===== src/timer_consts.svh =====
`ifndef TIMER_CONSTS_SVH
`define TIMER_CONSTS_SVH

// clock cycles per one-second tick on a 50 MHz board clock
`define TICK_DIV_DEFAULT 50_000_000

// largest value of a decimal digit and of the seconds-tens digit
`define DIGIT_MAX 4'd9
`define SEC_TENS_MAX 4'd5

// number of seven-segment digits on the display
`define NUM_DIGITS 4

// segments are active low, so all ones turns the digit off
`define SEG_BLANK 7'b111_1111

`endif

===== src/display_pkg.sv =====
`default_nettype none

`include "timer_consts.svh"

package display_pkg;

  // seven active-low segments, bit 0 is segment a and bit 6 is segment g
  typedef logic [6:0] segment_t;

  // the whole display, index 0 is the rightmost digit
  typedef segment_t [`NUM_DIGITS-1:0] display_t;

endpackage : display_pkg

`default_nettype wire


===== src/timer_types_pkg.sv =====
`default_nettype none

package timer_types_pkg;

  // one decimal digit
  typedef logic [3:0] bcd_digit_t;

  // mm:ss packed with minute tens in the top nibble, so that two
  // legal values compare correctly as plain unsigned numbers
  typedef struct packed {
    bcd_digit_t min_tens;
    bcd_digit_t min_ones;
    bcd_digit_t sec_tens;
    bcd_digit_t sec_ones;
  } time_bcd_t;

  // control state of the timer
  typedef enum logic [1:0] {
    st_idle    = 2'd0,
    st_running = 2'd1,
    st_paused  = 2'd2,
    st_expired = 2'd3
  } timer_state_t;

endpackage : timer_types_pkg

`default_nettype wire


===== src/kitchen_timer.sv =====
`default_nettype none
`timescale 1ns/100ps

`include "timer_consts.svh"

module kitchen_timer #(
  parameter int tick_div = `TICK_DIV_DEFAULT
) (
  input  logic                       clk,
  input  logic                       reset_n,
  input  logic                       start,
  input  logic                       pause,
  input  logic                       clear,
  input  logic                       load_time,
  input  logic                       load_alarm,
  input  logic                       count_up,
  input  timer_types_pkg::time_bcd_t set_value,
  output display_pkg::segment_t      hex3,
  output display_pkg::segment_t      hex2,
  output display_pkg::segment_t      hex1,
  output display_pkg::segment_t      hex0,
  output logic                       running,
  output logic                       alarm
);

  import timer_types_pkg::*;

  logic      tick_restart;
  logic      tick;
  logic      count_en;
  logic      count_dir;
  logic      counter_load;
  logic      counter_clear;
  logic      step;
  logic      at_end;
  time_bcd_t time_now;
  time_bcd_t setpoint;

  // the counter only moves on ticks while the FSM is running
  assign step = tick && count_en;

  timer_control u_control (
    .clk           (clk),
    .reset_n       (reset_n),
    .start         (start),
    .pause         (pause),
    .clear         (clear),
    .load_time     (load_time),
    .load_alarm    (load_alarm),
    .count_up      (count_up),
    .set_value     (set_value),
    .tick          (tick),
    .at_end        (at_end),
    .tick_restart  (tick_restart),
    .count_en      (count_en),
    .count_dir     (count_dir),
    .counter_load  (counter_load),
    .counter_clear (counter_clear),
    .setpoint      (setpoint),
    .running       (running),
    .alarm         (alarm)
  );

  tick_divider #(
    .tick_div (tick_div)
  ) u_divider (
    .clk     (clk),
    .reset_n (reset_n),
    .restart (tick_restart),
    .tick    (tick)
  );

  bcd_time_counter u_counter (
    .clk        (clk),
    .reset_n    (reset_n),
    .step       (step),
    .up         (count_dir),
    .load       (counter_load),
    .clear      (counter_clear),
    .load_value (set_value),
    .time_now   (time_now)
  );

  time_compare u_compare (
    .time_now (time_now),
    .setpoint (setpoint),
    .up       (count_dir),
    .at_end   (at_end)
  );

  seg_display u_display (
    .time_now (time_now),
    .hex3     (hex3),
    .hex2     (hex2),
    .hex1     (hex1),
    .hex0     (hex0)
  );

endmodule : kitchen_timer

`default_nettype wire


===== src/seg_display.sv =====
`default_nettype none
`timescale 1ns/100ps

`include "timer_consts.svh"

module seg_display (
  input  timer_types_pkg::time_bcd_t time_now,
  output display_pkg::segment_t      hex3,
  output display_pkg::segment_t      hex2,
  output display_pkg::segment_t      hex1,
  output display_pkg::segment_t      hex0
);

  import timer_types_pkg::*;
  import display_pkg::*;

  bcd_digit_t [`NUM_DIGITS-1:0] digits;
  display_t                     segs;

  // full hex table, so a bad digit still shows something readable
  function automatic segment_t decode(input bcd_digit_t bcd);
    segment_t seg;
    case (bcd)
      4'h0: seg = 7'b100_0000;
      4'h1: seg = 7'b111_1001;
      4'h2: seg = 7'b010_0100;
      4'h3: seg = 7'b011_0000;
      4'h4: seg = 7'b001_1001;
      4'h5: seg = 7'b001_0010;
      4'h6: seg = 7'b000_0010;
      4'h7: seg = 7'b111_1000;
      4'h8: seg = 7'b000_0000;
      4'h9: seg = 7'b001_0000;
      4'ha: seg = 7'b000_1000;
      4'hb: seg = 7'b000_0011;
      4'hc: seg = 7'b100_0110;
      4'hd: seg = 7'b010_0001;
      4'he: seg = 7'b000_0110;
      default: seg = 7'b000_1110;
    endcase
    return seg;
  endfunction

  // digit 3 is minute tens, digit 0 is second ones
  assign digits = time_now;

  always_comb begin
    for (int i = 0; i < `NUM_DIGITS; i++) begin
      segs[i] = decode(digits[i]);
    end
    // a leading zero on the minutes is not shown
    if (digits[`NUM_DIGITS-1] == '0) begin
      segs[`NUM_DIGITS-1] = `SEG_BLANK;
    end
  end

  assign hex3 = segs[3];
  assign hex2 = segs[2];
  assign hex1 = segs[1];
  assign hex0 = segs[0];

endmodule : seg_display

`default_nettype wire


===== src/timer_control.sv =====
`default_nettype none
`timescale 1ns/100ps

module timer_control (
  input  logic                       clk,
  input  logic                       reset_n,
  input  logic                       start,
  input  logic                       pause,
  input  logic                       clear,
  input  logic                       load_time,
  input  logic                       load_alarm,
  input  logic                       count_up,
  input  timer_types_pkg::time_bcd_t set_value,
  input  logic                       tick,
  input  logic                       at_end,
  output logic                       tick_restart,
  output logic                       count_en,
  output logic                       count_dir,
  output logic                       counter_load,
  output logic                       counter_clear,
  output timer_types_pkg::time_bcd_t setpoint,
  output logic                       running,
  output logic                       alarm
);

  import timer_types_pkg::*;

  timer_state_t state;
  timer_state_t state_next;
  logic         dir_q;
  logic         start_ok;
  logic         take_load;

  // start is honoured only from idle or paused, and clear overrides it
  assign start_ok = start && !clear && (state == st_idle || state == st_paused);

  // loads are ignored while running
  assign take_load = !clear && !start_ok && (state != st_running);

  // during the start cycle the comparator already sees the new direction,
  // so a start that is already at its end point can expire at once
  assign count_dir = start_ok ? count_up : dir_q;

  assign tick_restart  = start_ok;
  assign counter_clear = clear;
  assign counter_load  = load_time && take_load;

  // a tick landing in the cycle the end is seen must not step past it
  assign count_en = (state == st_running) && !(tick && at_end);

  assign running = (state == st_running);
  assign alarm   = (state == st_expired);

  always_comb begin
    state_next = state;
    if (clear) begin
      state_next = st_idle;
    end else begin
      case (state)
        st_idle, st_paused: begin
          if (start_ok) begin
            state_next = at_end ? st_expired : st_running;
          end else if (load_time || load_alarm) begin
            state_next = st_idle;
          end
        end
        st_running: begin
          if (at_end) begin
            state_next = st_expired;
          end else if (pause) begin
            state_next = st_paused;
          end
        end
        st_expired: begin
          // alarm holds here until a clear or a new load
          if (load_time || load_alarm) begin
            state_next = st_idle;
          end
        end
        default: state_next = st_idle;
      endcase
    end
  end

  always_ff @(posedge clk or negedge reset_n) begin
    if (!reset_n) begin
      state    <= st_idle;
      dir_q    <= 1'b0;
      setpoint <= '0;
    end else begin
      state <= state_next;
      if (start_ok) begin
        dir_q <= count_up;
      end
      if (load_alarm && take_load) begin
        setpoint <= set_value;
      end
    end
  end

endmodule : timer_control

`default_nettype wire


===== src/time_compare.sv =====
`default_nettype none
`timescale 1ns/100ps

module time_compare (
  input  timer_types_pkg::time_bcd_t time_now,
  input  timer_types_pkg::time_bcd_t setpoint,
  input  logic                       up,
  output logic                       at_end
);

  // packed BCD with the most significant digit on top orders the
  // same way as an unsigned binary number
  logic [$bits(time_now)-1:0] now_val;
  logic [$bits(setpoint)-1:0] set_val;
  logic now_zero;
  logic now_ge_set;

  assign now_val = time_now;
  assign set_val = setpoint;

  assign now_zero   = (now_val == '0);
  assign now_ge_set = (now_val >= set_val);

  // counting down ends at 00:00, counting up ends at the setpoint
  assign at_end = up ? now_ge_set : now_zero;

endmodule : time_compare

`default_nettype wire


===== src/bcd_time_counter.sv =====
`default_nettype none
`timescale 1ns/100ps

`include "timer_consts.svh"

module bcd_time_counter (
  input  logic                     clk,
  input  logic                     reset_n,
  input  logic                     step,
  input  logic                     up,
  input  logic                     load,
  input  logic                     clear,
  input  timer_types_pkg::time_bcd_t load_value,
  output timer_types_pkg::time_bcd_t time_now
);

  import timer_types_pkg::*;

  // the count saturates here when counting up
  localparam time_bcd_t time_max = '{`DIGIT_MAX, `DIGIT_MAX, `SEC_TENS_MAX, `DIGIT_MAX};

  time_bcd_t next_up;
  time_bcd_t next_down;

  // one second forward, carrying digit by digit
  always_comb begin
    next_up = time_now;
    if (time_now != time_max) begin
      if (time_now.sec_ones != `DIGIT_MAX) begin
        next_up.sec_ones = time_now.sec_ones + 4'd1;
      end else begin
        next_up.sec_ones = '0;
        if (time_now.sec_tens != `SEC_TENS_MAX) begin
          next_up.sec_tens = time_now.sec_tens + 4'd1;
        end else begin
          next_up.sec_tens = '0;
          if (time_now.min_ones != `DIGIT_MAX) begin
            next_up.min_ones = time_now.min_ones + 4'd1;
          end else begin
            // min_tens is below 9 here since 99:59 was excluded above
            next_up.min_ones = '0;
            next_up.min_tens = time_now.min_tens + 4'd1;
          end
        end
      end
    end
  end

  // one second back, borrowing digit by digit
  always_comb begin
    next_down = time_now;
    if (time_now != '0) begin
      if (time_now.sec_ones != '0) begin
        next_down.sec_ones = time_now.sec_ones - 4'd1;
      end else begin
        next_down.sec_ones = `DIGIT_MAX;
        if (time_now.sec_tens != '0) begin
          next_down.sec_tens = time_now.sec_tens - 4'd1;
        end else begin
          next_down.sec_tens = `SEC_TENS_MAX;
          if (time_now.min_ones != '0) begin
            next_down.min_ones = time_now.min_ones - 4'd1;
          end else begin
            next_down.min_ones = `DIGIT_MAX;
            next_down.min_tens = time_now.min_tens - 4'd1;
          end
        end
      end
    end
  end

  // clear beats load, load beats a step
  always_ff @(posedge clk or negedge reset_n) begin
    if (!reset_n) begin
      time_now <= '0;
    end else if (clear) begin
      time_now <= '0;
    end else if (load) begin
      time_now <= load_value;
    end else if (step) begin
      time_now <= up ? next_up : next_down;
    end
  end

endmodule : bcd_time_counter

`default_nettype wire


===== src/tick_divider.sv =====
`default_nettype none
`timescale 1ns/100ps

module tick_divider #(
  parameter int tick_div = 2
) (
  input  logic clk,
  input  logic reset_n,
  input  logic restart,
  output logic tick
);

  // one extra bit so that tick_div itself always fits
  localparam int count_w = $clog2(tick_div + 1);
  localparam logic [count_w-1:0] count_reload = count_w'(tick_div - 1);

  logic [count_w-1:0] count;

  assign tick = (count == '0);

  // restart reloads the full interval, so the first tick after it
  // lands exactly tick_div cycles later
  always_ff @(posedge clk or negedge reset_n) begin
    if (!reset_n) begin
      count <= count_reload;
    end else if (restart) begin
      count <= count_reload;
    end else if (count == '0) begin
      count <= count_reload;
    end else begin
      count <= count - 1'b1;
    end
  end

endmodule : tick_divider

`default_nettype wire


===== config.mk =====
export PLATFORM = sky130hd
export DESIGN_NAME = kitchen_timer
export DESIGN_NICKNAME = d
export VERILOG_FILES = /design/src/display_pkg.sv /design/src/timer_types_pkg.sv /design/src/kitchen_timer.sv /design/src/seg_display.sv /design/src/timer_control.sv /design/src/time_compare.sv /design/src/bcd_time_counter.sv /design/src/tick_divider.sv
export VERILOG_INCLUDE_DIRS = /design/src
export SDC_FILE = /design/constraint.sdc
export NUM_CORES = 1
export LEC_CHECK = 0
export ABC_CLOCK_PERIOD_IN_PS = 3400
export BUFFER_PORTS_ARGS = -buffer_cell sky130_fd_sc_hd__buf_2
export CORE_MARGIN = 3
export CORE_UTILIZATION = 56
export CTS_CLUSTER_SIZE = 30
export DETAILED_ROUTE_END_ITERATION = 6
export GPL_ROUTABILITY_DRIVEN = 0
export HOLD_SLACK_MARGIN = 0.08
export PLACE_DENSITY = 0.77
export SLEW_MARGIN = 20
export SYNTH_ARGS = -nofsm -noshare
export SYNTH_HDL_FRONTEND = slang
export SYNTH_SLANG_ARGS = --single-unit

===== constraint.sdc =====
create_clock -name clk -period 3.4 [get_ports clk]
set_clock_uncertainty 0.05 [all_clocks]
set_input_delay 0.34 -clock clk [delete_from_list [all_inputs] [get_ports clk]]
set_output_delay 0.34 -clock clk [all_outputs]
set_load 0.01 [all_outputs]

# [Yosys cells after proc, flatten, opt, wreduce, memory -nomap -nowiden]
# Memories as Yosys holds them, arrays and structs flattened.
# Cells that the tools add are included.
[op_classes] n_lt_le_gt_ge=1 n_mux=30 n_eq_ne=16 n_addsub=9 n_reduce_logical=29
[op_table] operator="16-bit two-way mux" n=6
[op_table] operator="26-bit two-way mux" n=2
[op_table] operator="4-bit two-way mux" n=8
[op_table] operator="26-bit zero test" n=1
[op_table] operator="26-bit by 1-bit subtractor with 26-bit output, second input constant" n=1
[op_table] operator="12-bit two-way mux" n=2
[op_table] operator="4-bit != test, second input constant" n=6
[op_table] operator="4-bit by 3-bit != test with 1-bit output, second input constant" n=5
[op_table] operator="4-bit by 1-bit adder with 4-bit output, second input constant" n=4
[op_table] operator="16-bit greater-or-equal comparator" n=1
[op_table] operator="16-bit zero test" n=1
[op_table] operator="8-bit two-way mux" n=2
[op_table] operator="16-bit != test, second input constant" n=1
[op_table] operator="16-bit nonzero test" n=1
[op_table] operator="4-bit nonzero test" n=4
[op_table] operator="4-bit by 1-bit subtractor with 4-bit output, second input constant" n=4
[op_table] operator="2-bit two-way mux" n=6
[op_table] operator="1-bit logical AND" n=9
[op_table] operator="9-bit AND reduction" n=1
[op_table] operator="7-bit two-way mux" n=1
[op_table] operator="7-bit AND reduction" n=1
[op_table] operator="2-bit one-hot mux with 3 select lines" n=1
[op_table] operator="5-bit AND reduction" n=1
[op_table] operator="2-bit == test, second input constant" n=2
[op_table] operator="10 further kinds" n=14
[totals] input_bits=24 ff_bits=61 memories=4 rom_bits=448 elab_cells=100
[memory_table] memory="(name not given)" words=16 word_bits=7 rd=1 rd_ports_with_merged_regs=0 wr=0 line="seg_display.sv:23" rtl="case (bcd)"
[memory_table] memory="(name not given)" words=16 word_bits=7 rd=1 rd_ports_with_merged_regs=0 wr=0 line="seg_display.sv:23"
[memory_table] memory="(name not given)" words=16 word_bits=7 rd=1 rd_ports_with_merged_regs=0 wr=0 line="seg_display.sv:23"
[memory_table] memory="(name not given)" words=16 word_bits=7 rd=1 rd_ports_with_merged_regs=0 wr=0 line="seg_display.sv:23"

# [Longest topological paths before layout]
[depth] ltp_word=12 ltp_mapped=11

# [By module]
# A second synthesis with hierarchy kept.
[hier_totals] cells_unflattened=578 hier_area_um2=5202.5
[modules_own_cells] mod="bcd_time_counter" cells_each=187 instances=1 area_each_um2=1480.2 seq_area_each_um2=400.4
[modules_own_cells] mod="tick_divider" cells_each=142 instances=1 area_each_um2=1375.1 seq_area_each_um2=673.1
[modules_own_cells] mod="seg_display" cells_each=132 instances=1 area_each_um2=1091.0 seq_area_each_um2=0.0
[modules_own_cells] mod="timer_control" cells_each=55 instances=1 area_each_um2=820.8 seq_area_each_um2=475.5
[modules_own_cells] mod="time_compare" cells_each=61 instances=1 area_each_um2=429.2 seq_area_each_um2=0.0
[modules_own_cells] mod="kitchen_timer" cells_each=1 instances=1 area_each_um2=6.3 seq_area_each_um2=0.0

# [Worst setup path before layout]
# Ideal clock, no wire load.
[synth_path] path_type="register to register" start="register u_control.state[0]" end="register u_counter.time_now[15] (netlist name)" slack_ns=0.684 arrival_time_ns=2.533 setup_time_ns=0.132 required_ns=3.218 period_less_slack_ns=2.716 path_stages_with_launch=12 path_cell_list="dfrtp_1 > nor3b_2 > mux2i_4 > clkbuf_1 > ha_1 > a21o_1 > a21oi_1 > xnor2_1 > xnor2_1 > nand2_1 > o211ai_1 > mux2i_1"
[synth_between] elab_chain_len=11 elab_cells_between_ends=30
[synth_lines] element="start: declaration" line="timer_control.sv:28" rtl="timer_state_t state;"
[synth_lines] element="start signal: assignment" line="timer_control.sv:87" rtl="state <= st_idle;"
[synth_lines] element="start signal: assignment" line="timer_control.sv:91" rtl="state <= state_next;"
[synth_lines] element="2-bit == test / 2-bit zero test (equally long branches)" line="timer_control.sv:35" rtl="assign start_ok = start && !clear && (state == st_idle || state == st_paused);"
[synth_lines] element="1-bit logical OR" line="timer_control.sv:35"
[synth_lines] element="1-bit logical AND" line="timer_control.sv:35"
[synth_lines] element="1-bit two-way mux" line="timer_control.sv:42" rtl="assign count_dir = start_ok ? count_up : dir_q;"
[synth_lines] element="1-bit two-way mux" line="time_compare.sv:25" rtl="assign at_end = up ? now_ge_set : now_zero;"
[synth_lines] element="1-bit logical AND" line="timer_control.sv:49" rtl="assign count_en = (state == st_running) && !(tick && at_end);"
[synth_lines] element="1-bit zero test" line="timer_control.sv:49"
[synth_lines] element="1-bit logical AND" line="timer_control.sv:49"
[synth_lines] element="1-bit logical AND" line="kitchen_timer.sv:40" rtl="assign step = tick && count_en;"
[synth_lines] element="3-bit nonzero test (no source line)"
[synth_lines] element="9-bit AND reduction (no source line)"
# Several ways; a longest one is shown, not always the timed one. The select of a mux whose other input is x is not followed.
# A chain may end at the register's enable or synchronous reset.

# [Final worst setup path]
[layout_path] start="register u_counter.time_now[4] (netlist name)" end="register u_counter.time_now[1] (netlist name)"
[layout_between] elab_chain_len=8 elab_cells_between_ends=13
[layout_lines] element="16-bit greater-or-equal comparator / 16-bit zero test (equally long branches)" line="time_compare.sv:22, time_compare.sv:21"
[layout_lines] element="1-bit two-way mux" line="time_compare.sv:25"
[layout_lines] element="1-bit logical AND" line="timer_control.sv:49"
[layout_lines] element="1-bit zero test" line="timer_control.sv:49"
[layout_lines] element="1-bit logical AND" line="timer_control.sv:49"
[layout_lines] element="1-bit logical AND" line="kitchen_timer.sv:40"
[layout_lines] element="3-bit nonzero test (no source line)"
[layout_lines] element="3-bit AND reduction (no source line) *"
# Mark *: on every way between the ends. The rest lies on a longest branch, timed or not.

==> impl_summary.md <==
Clock network
Clock tree synthesis found a total of 61 sinks. The root buffer cell is sky130_fd_sc_hd__clkbuf_8. The number of clock buffers added by TritonCTS is 9.

The number of hold buffers added after CTS is 1. The post-cts repair resize count is 0. After clock tree synthesis, the clock-pin slew on the worst setup and hold paths is 0.07 ns. The clock tree from TritonCTS is done. The buffer count from post-CTS setup fixing is 0. The clock passes through at most 2 buffers.

The clock tree synthesis step divided the H-tree into 3 levels. At the later pin of the worst-skew pair, clock insertion delay measures about 0.35 ns.

Cells and area
The final layout net count is 693. The antenna cell count is 0. The share of cells above drive strength 1 is 0.2016. Leaving out filler cells and counting taps, the final layout contains 735. The sequential cells in the finished layout cover a total of 1549 µm².

The area of combinational cells with multiple inputs is about 3000 µm². The post-synthesis to final-layout area growth is 13.40%. The number of fill cells is about 670.

Synthesis
Sorting the synthesized cells by area gives the leading types as sky130_fd_sc_hd__dfrtp_1 (22%), sky130_fd_sc_hd__ha_1 (11%), sky130_fd_sc_hd__dfstp_2 (9.8%), sky130_fd_sc_hd__nand2_1 (6.1%), sky130_fd_sc_hd__o21ai_0 (4.6%). Counting distinct cell types in the post-synthesis netlist gives 64. The flop and latch count out of synthesis is between 60 and 70. The sequential element share of the synthesized area is 0.3209.

The synthesized design spends more area on one cell type than any other, namely sky130_fd_sc_hd__dfrtp_1. The number of enable-type register cells in the synthesized netlist is 0. The commonest cells after synthesis are sky130_fd_sc_hd__nand2_1 (79), sky130_fd_sc_hd__o21ai_0 (44), sky130_fd_sc_hd__dfrtp_1 (43), sky130_fd_sc_hd__ha_1 (43), sky130_fd_sc_hd__nor2_1 (41). Counting every net in the synthesized netlist gives 648. The netlist area before placement is approximately 4800 µm². The most used flip-flop cell after synthesis is sky130_fd_sc_hd__dfrtp_1.

The Yosys step of the flow raised 0 warnings. Dividing the synthesized area by the synthesized cell count gives roughly 8.3 µm². The share of flip-flops with an asynchronous set or reset after synthesis is 1.000. The synthesized netlist cell count is 580. sky130_fd_sc_hd__nand2_1 is the most common cell in the netlist. The area share of the largest cell type after synthesis is 0.2229.

Worst setup path
The endpoint identified for the worst register-to-register timing path is u_counter.time_now[1]. The critical path is of the flop to flop type. The highest fanout seen on the critical path is 10. The startpoint of the most critical register-to-register path is u_counter.time_now[4]. Traced cell by cell, the critical path runs through inv_1, ha_1, nor3b_1, nand3_1, o41ai_2, nor3b_2, buf_4, nor2_4, a22oi_1, a31oi_1. The number of buffers and inverters on the critical path is 2. The endpoint class of the critical path is a flop.

Data on the critical path is required at its endpoint by 3.61 ns. The startpoint of the worst setup timing path is u_counter.time_now[4]. The data arrival time of the critical path is 3.14 ns.

Measured in cells, the most critical reg-to-reg path has a length of 10. For flop-to-flop paths, the worst setup slack is 0.47 ns. The largest stage delay on the critical path is slightly below 0.5 ns.

The critical path startpoint category is a flop. The number of gates on the worst path with buffers counted is 10. The termination of the worst setup path is u_counter.time_now[1]. The family with the most delay on the worst path is simple AND/OR/NAND/NOR gates. The slowest stage of the critical path is the sky130_fd_sc_hd__dfrtp_1 cell.

Routing
For this block, the initial DRC count from the detailed router was 261. The post-detailed-route via-to-cell ratio is 6.016. The first TritonRoute pass finished after 5 iterations. In the routed design, unresolved DRC markers number 0. The routed length per placed instance is ~16 µm.

The routed wire length is 11.56 mm. The total via count in the routed design is 4422. The antenna violation net count after detailed routing is 0.

Die
The die area is 9770 µm². The area of the placeable core is 8299 µm². For this configuration, the core starts out at a cell density of 0.5816. The boundary pin count is 54. Row generation in the floorplan step produced 33 rows. The width of the die is 98.85 µm.

The die height is 98.85 µm.

Pwr
The power density over cell area is 544.0 nW/µm². The analysis attributes to cell leakage a power of 2.312 nW. The worst-case IR drop observed on VDD is 0.4620 mV.

Timing
Headroom to the max-slew limit came out at 0.4095. The final-report hold violation count is 0. The final cycle utilization of the critical path is 0.8613. The max-slew violation total from the final report is 0. The clock period minus final worst setup slack is 2.929 ns. Setup repair after global routing left no endpoint under its margin. Setup total negative slack on the finished layout was measured at 0 ns. Final hold analysis gives a worst-case slack of 0.1792 ns. The maximum clock frequency is 341.5 MHz. At the pin with the least slew margin, the transition time is 0.8857 ns.

Setup violations remaining at the end of the flow were counted as 0.

Place
Including well taps, the total number of placed cells is 718. Detailed placement ended at an HPWL of roughly 8.5 mm. The count of input and output buffers is 53.

Global route
The wire length of the first global-routing pass is about 20 mm. The initial antenna violation count is 0. The maximum number of pins on one net before global-route repair is 38. The remaining global-route overflow is 0. The aggregate global-route resource usage is 0.2406. The number of global-route vias before repair was roughly 4.3k.

Outcome
The flow ran to the end, and the final reports show no timing, DRC or antenna violations.

Job
The reported max-cap violation count is 0.

Min path
The startpoint identified for the worst hold timing path is set_value[3]. The path class of the lowest-slack min-delay path is input port to flop.
==> registers in the layout, summed over array words and instances, names as in the netlist <==
register            flops
u_divider.count        26
u_control.setpoint     16
u_counter.time_now     16
u_control.state         2
u_control.dir_q         1
==> layer usage <==
layer,vias to the layer above,wire (µm),global-route usage
met5,-,0,0
met4,0,284,0.08403
met3,33,582,0.05520
met2,134,5839,0.4106
met1,2109,4855,0.2983
li1,2146,-,-
==> worst register-to-register path: stages (launching register included) <==
cell,delay [ns]
sky130_fd_sc_hd__dfrtp_1,0.49
sky130_fd_sc_hd__inv_1,0.19
sky130_fd_sc_hd__ha_1,0.26
sky130_fd_sc_hd__nor3b_1,0.40
sky130_fd_sc_hd__nand3_1,0.19
sky130_fd_sc_hd__o41ai_2,0.43
sky130_fd_sc_hd__nor3b_2,0.12
sky130_fd_sc_hd__buf_4,0.20
sky130_fd_sc_hd__nor2_4,0.20
sky130_fd_sc_hd__a22oi_1,0.11
sky130_fd_sc_hd__a31oi_1,0.22
==> how the worst min path moves through the flow <==
stage / end / slack [ns] / depth (start not counted)
2_1_floorplan: u_control.dir_q / -0.006 / 0
3_3_place_gp: u_divider.count[0] / 0.38 / 1
3_5_place_dp: u_divider.count[0] / 0.39 / 1
4_1_cts: u_control.setpoint[3] / 0.17 / 3
5_1_grt: u_control.setpoint[2] / 0.18 / 3
6_report: u_control.setpoint[3] / 0.18 / 3
==> layout by cell type, fill, tap and decap left out, types with 9 or more instances in the layout <==
cell type,instances
sky130_fd_sc_hd__nand3b_1,10
sky130_fd_sc_hd__nand3_1,20
sky130_fd_sc_hd__clkbuf_8,9
sky130_fd_sc_hd__or3_1,10
sky130_fd_sc_hd__a31oi_1,16
sky130_fd_sc_hd__o21ai_0,44
sky130_fd_sc_hd__dfrtp_1,43
sky130_fd_sc_hd__nor2_1,41
sky130_fd_sc_hd__a21oi_1,29
sky130_fd_sc_hd__nor2b_1,9
sky130_fd_sc_hd__buf_2,53
sky130_fd_sc_hd__nor3_1,15
sky130_fd_sc_hd__inv_1,29
sky130_fd_sc_hd__nand2_1,79
sky130_fd_sc_hd__dfstp_2,18
sky130_fd_sc_hd__ha_1,43
sky130_fd_sc_hd__xnor2_1,20
sky130_fd_sc_hd__buf_4,17
==> cell families after synthesis <==
family / after synthesis / synth area share
AO/OA/AOI/OAI: 141 / 0.1815
XOR/XNOR: 25 / 0.04536
adder cells (fa/ha/maj): 44 / 0.1156
buffers and inverters: 67 / 0.05417
flip-flops: 61 / 0.3209
multiplexers: 18 / 0.04536
AND/OR/NAND/NOR: 224 / 0.2372
==> power by group <==
group	switching, W	leakage (nW)	internal (W)
Combinational	0.000708	1.43	0.000493
Clock	0.000291	0.131	0.000563
Sequential	0.0000824	0.750	0.000841
Total	0.00108	2.31	0.00190
==> layout make-up <==
cell class / instances / share of cell area
Clock inverter: 6 / 0.02446
Timing Repair Buffer: 71 / 0.07360
Inverter: 30 / 0.02057
Tap cell: 105 / 0.02400
Clock buffer: 10 / 0.02331
Multi-Input combinational cell: 452 / 0.5511
Sequential cell: 61 / 0.2830
==> metrics by stage <==
| stage | power (W) | util | setup slack, ns | instance area, µm² |
|---|---|---|---|---|
| final | 0.002978 | 0.6596 | 0.4715 | 5474 |
| after global routing | 0.003185 | 0.6596 | 0.2135 | 5474 |
| after global placement | 0.002092 | 0.6269 | 0.6120 | 5202 |
| after CTS | 0.002988 | 0.6596 | 0.4831 | 5474 |
| after detailed placement | 0.002125 | 0.6269 | 0.5020 | 5202 |
| after floorplan | 0.001770 | - | 0.6844 | 4827 |
(Power assumes the default switching activity.)
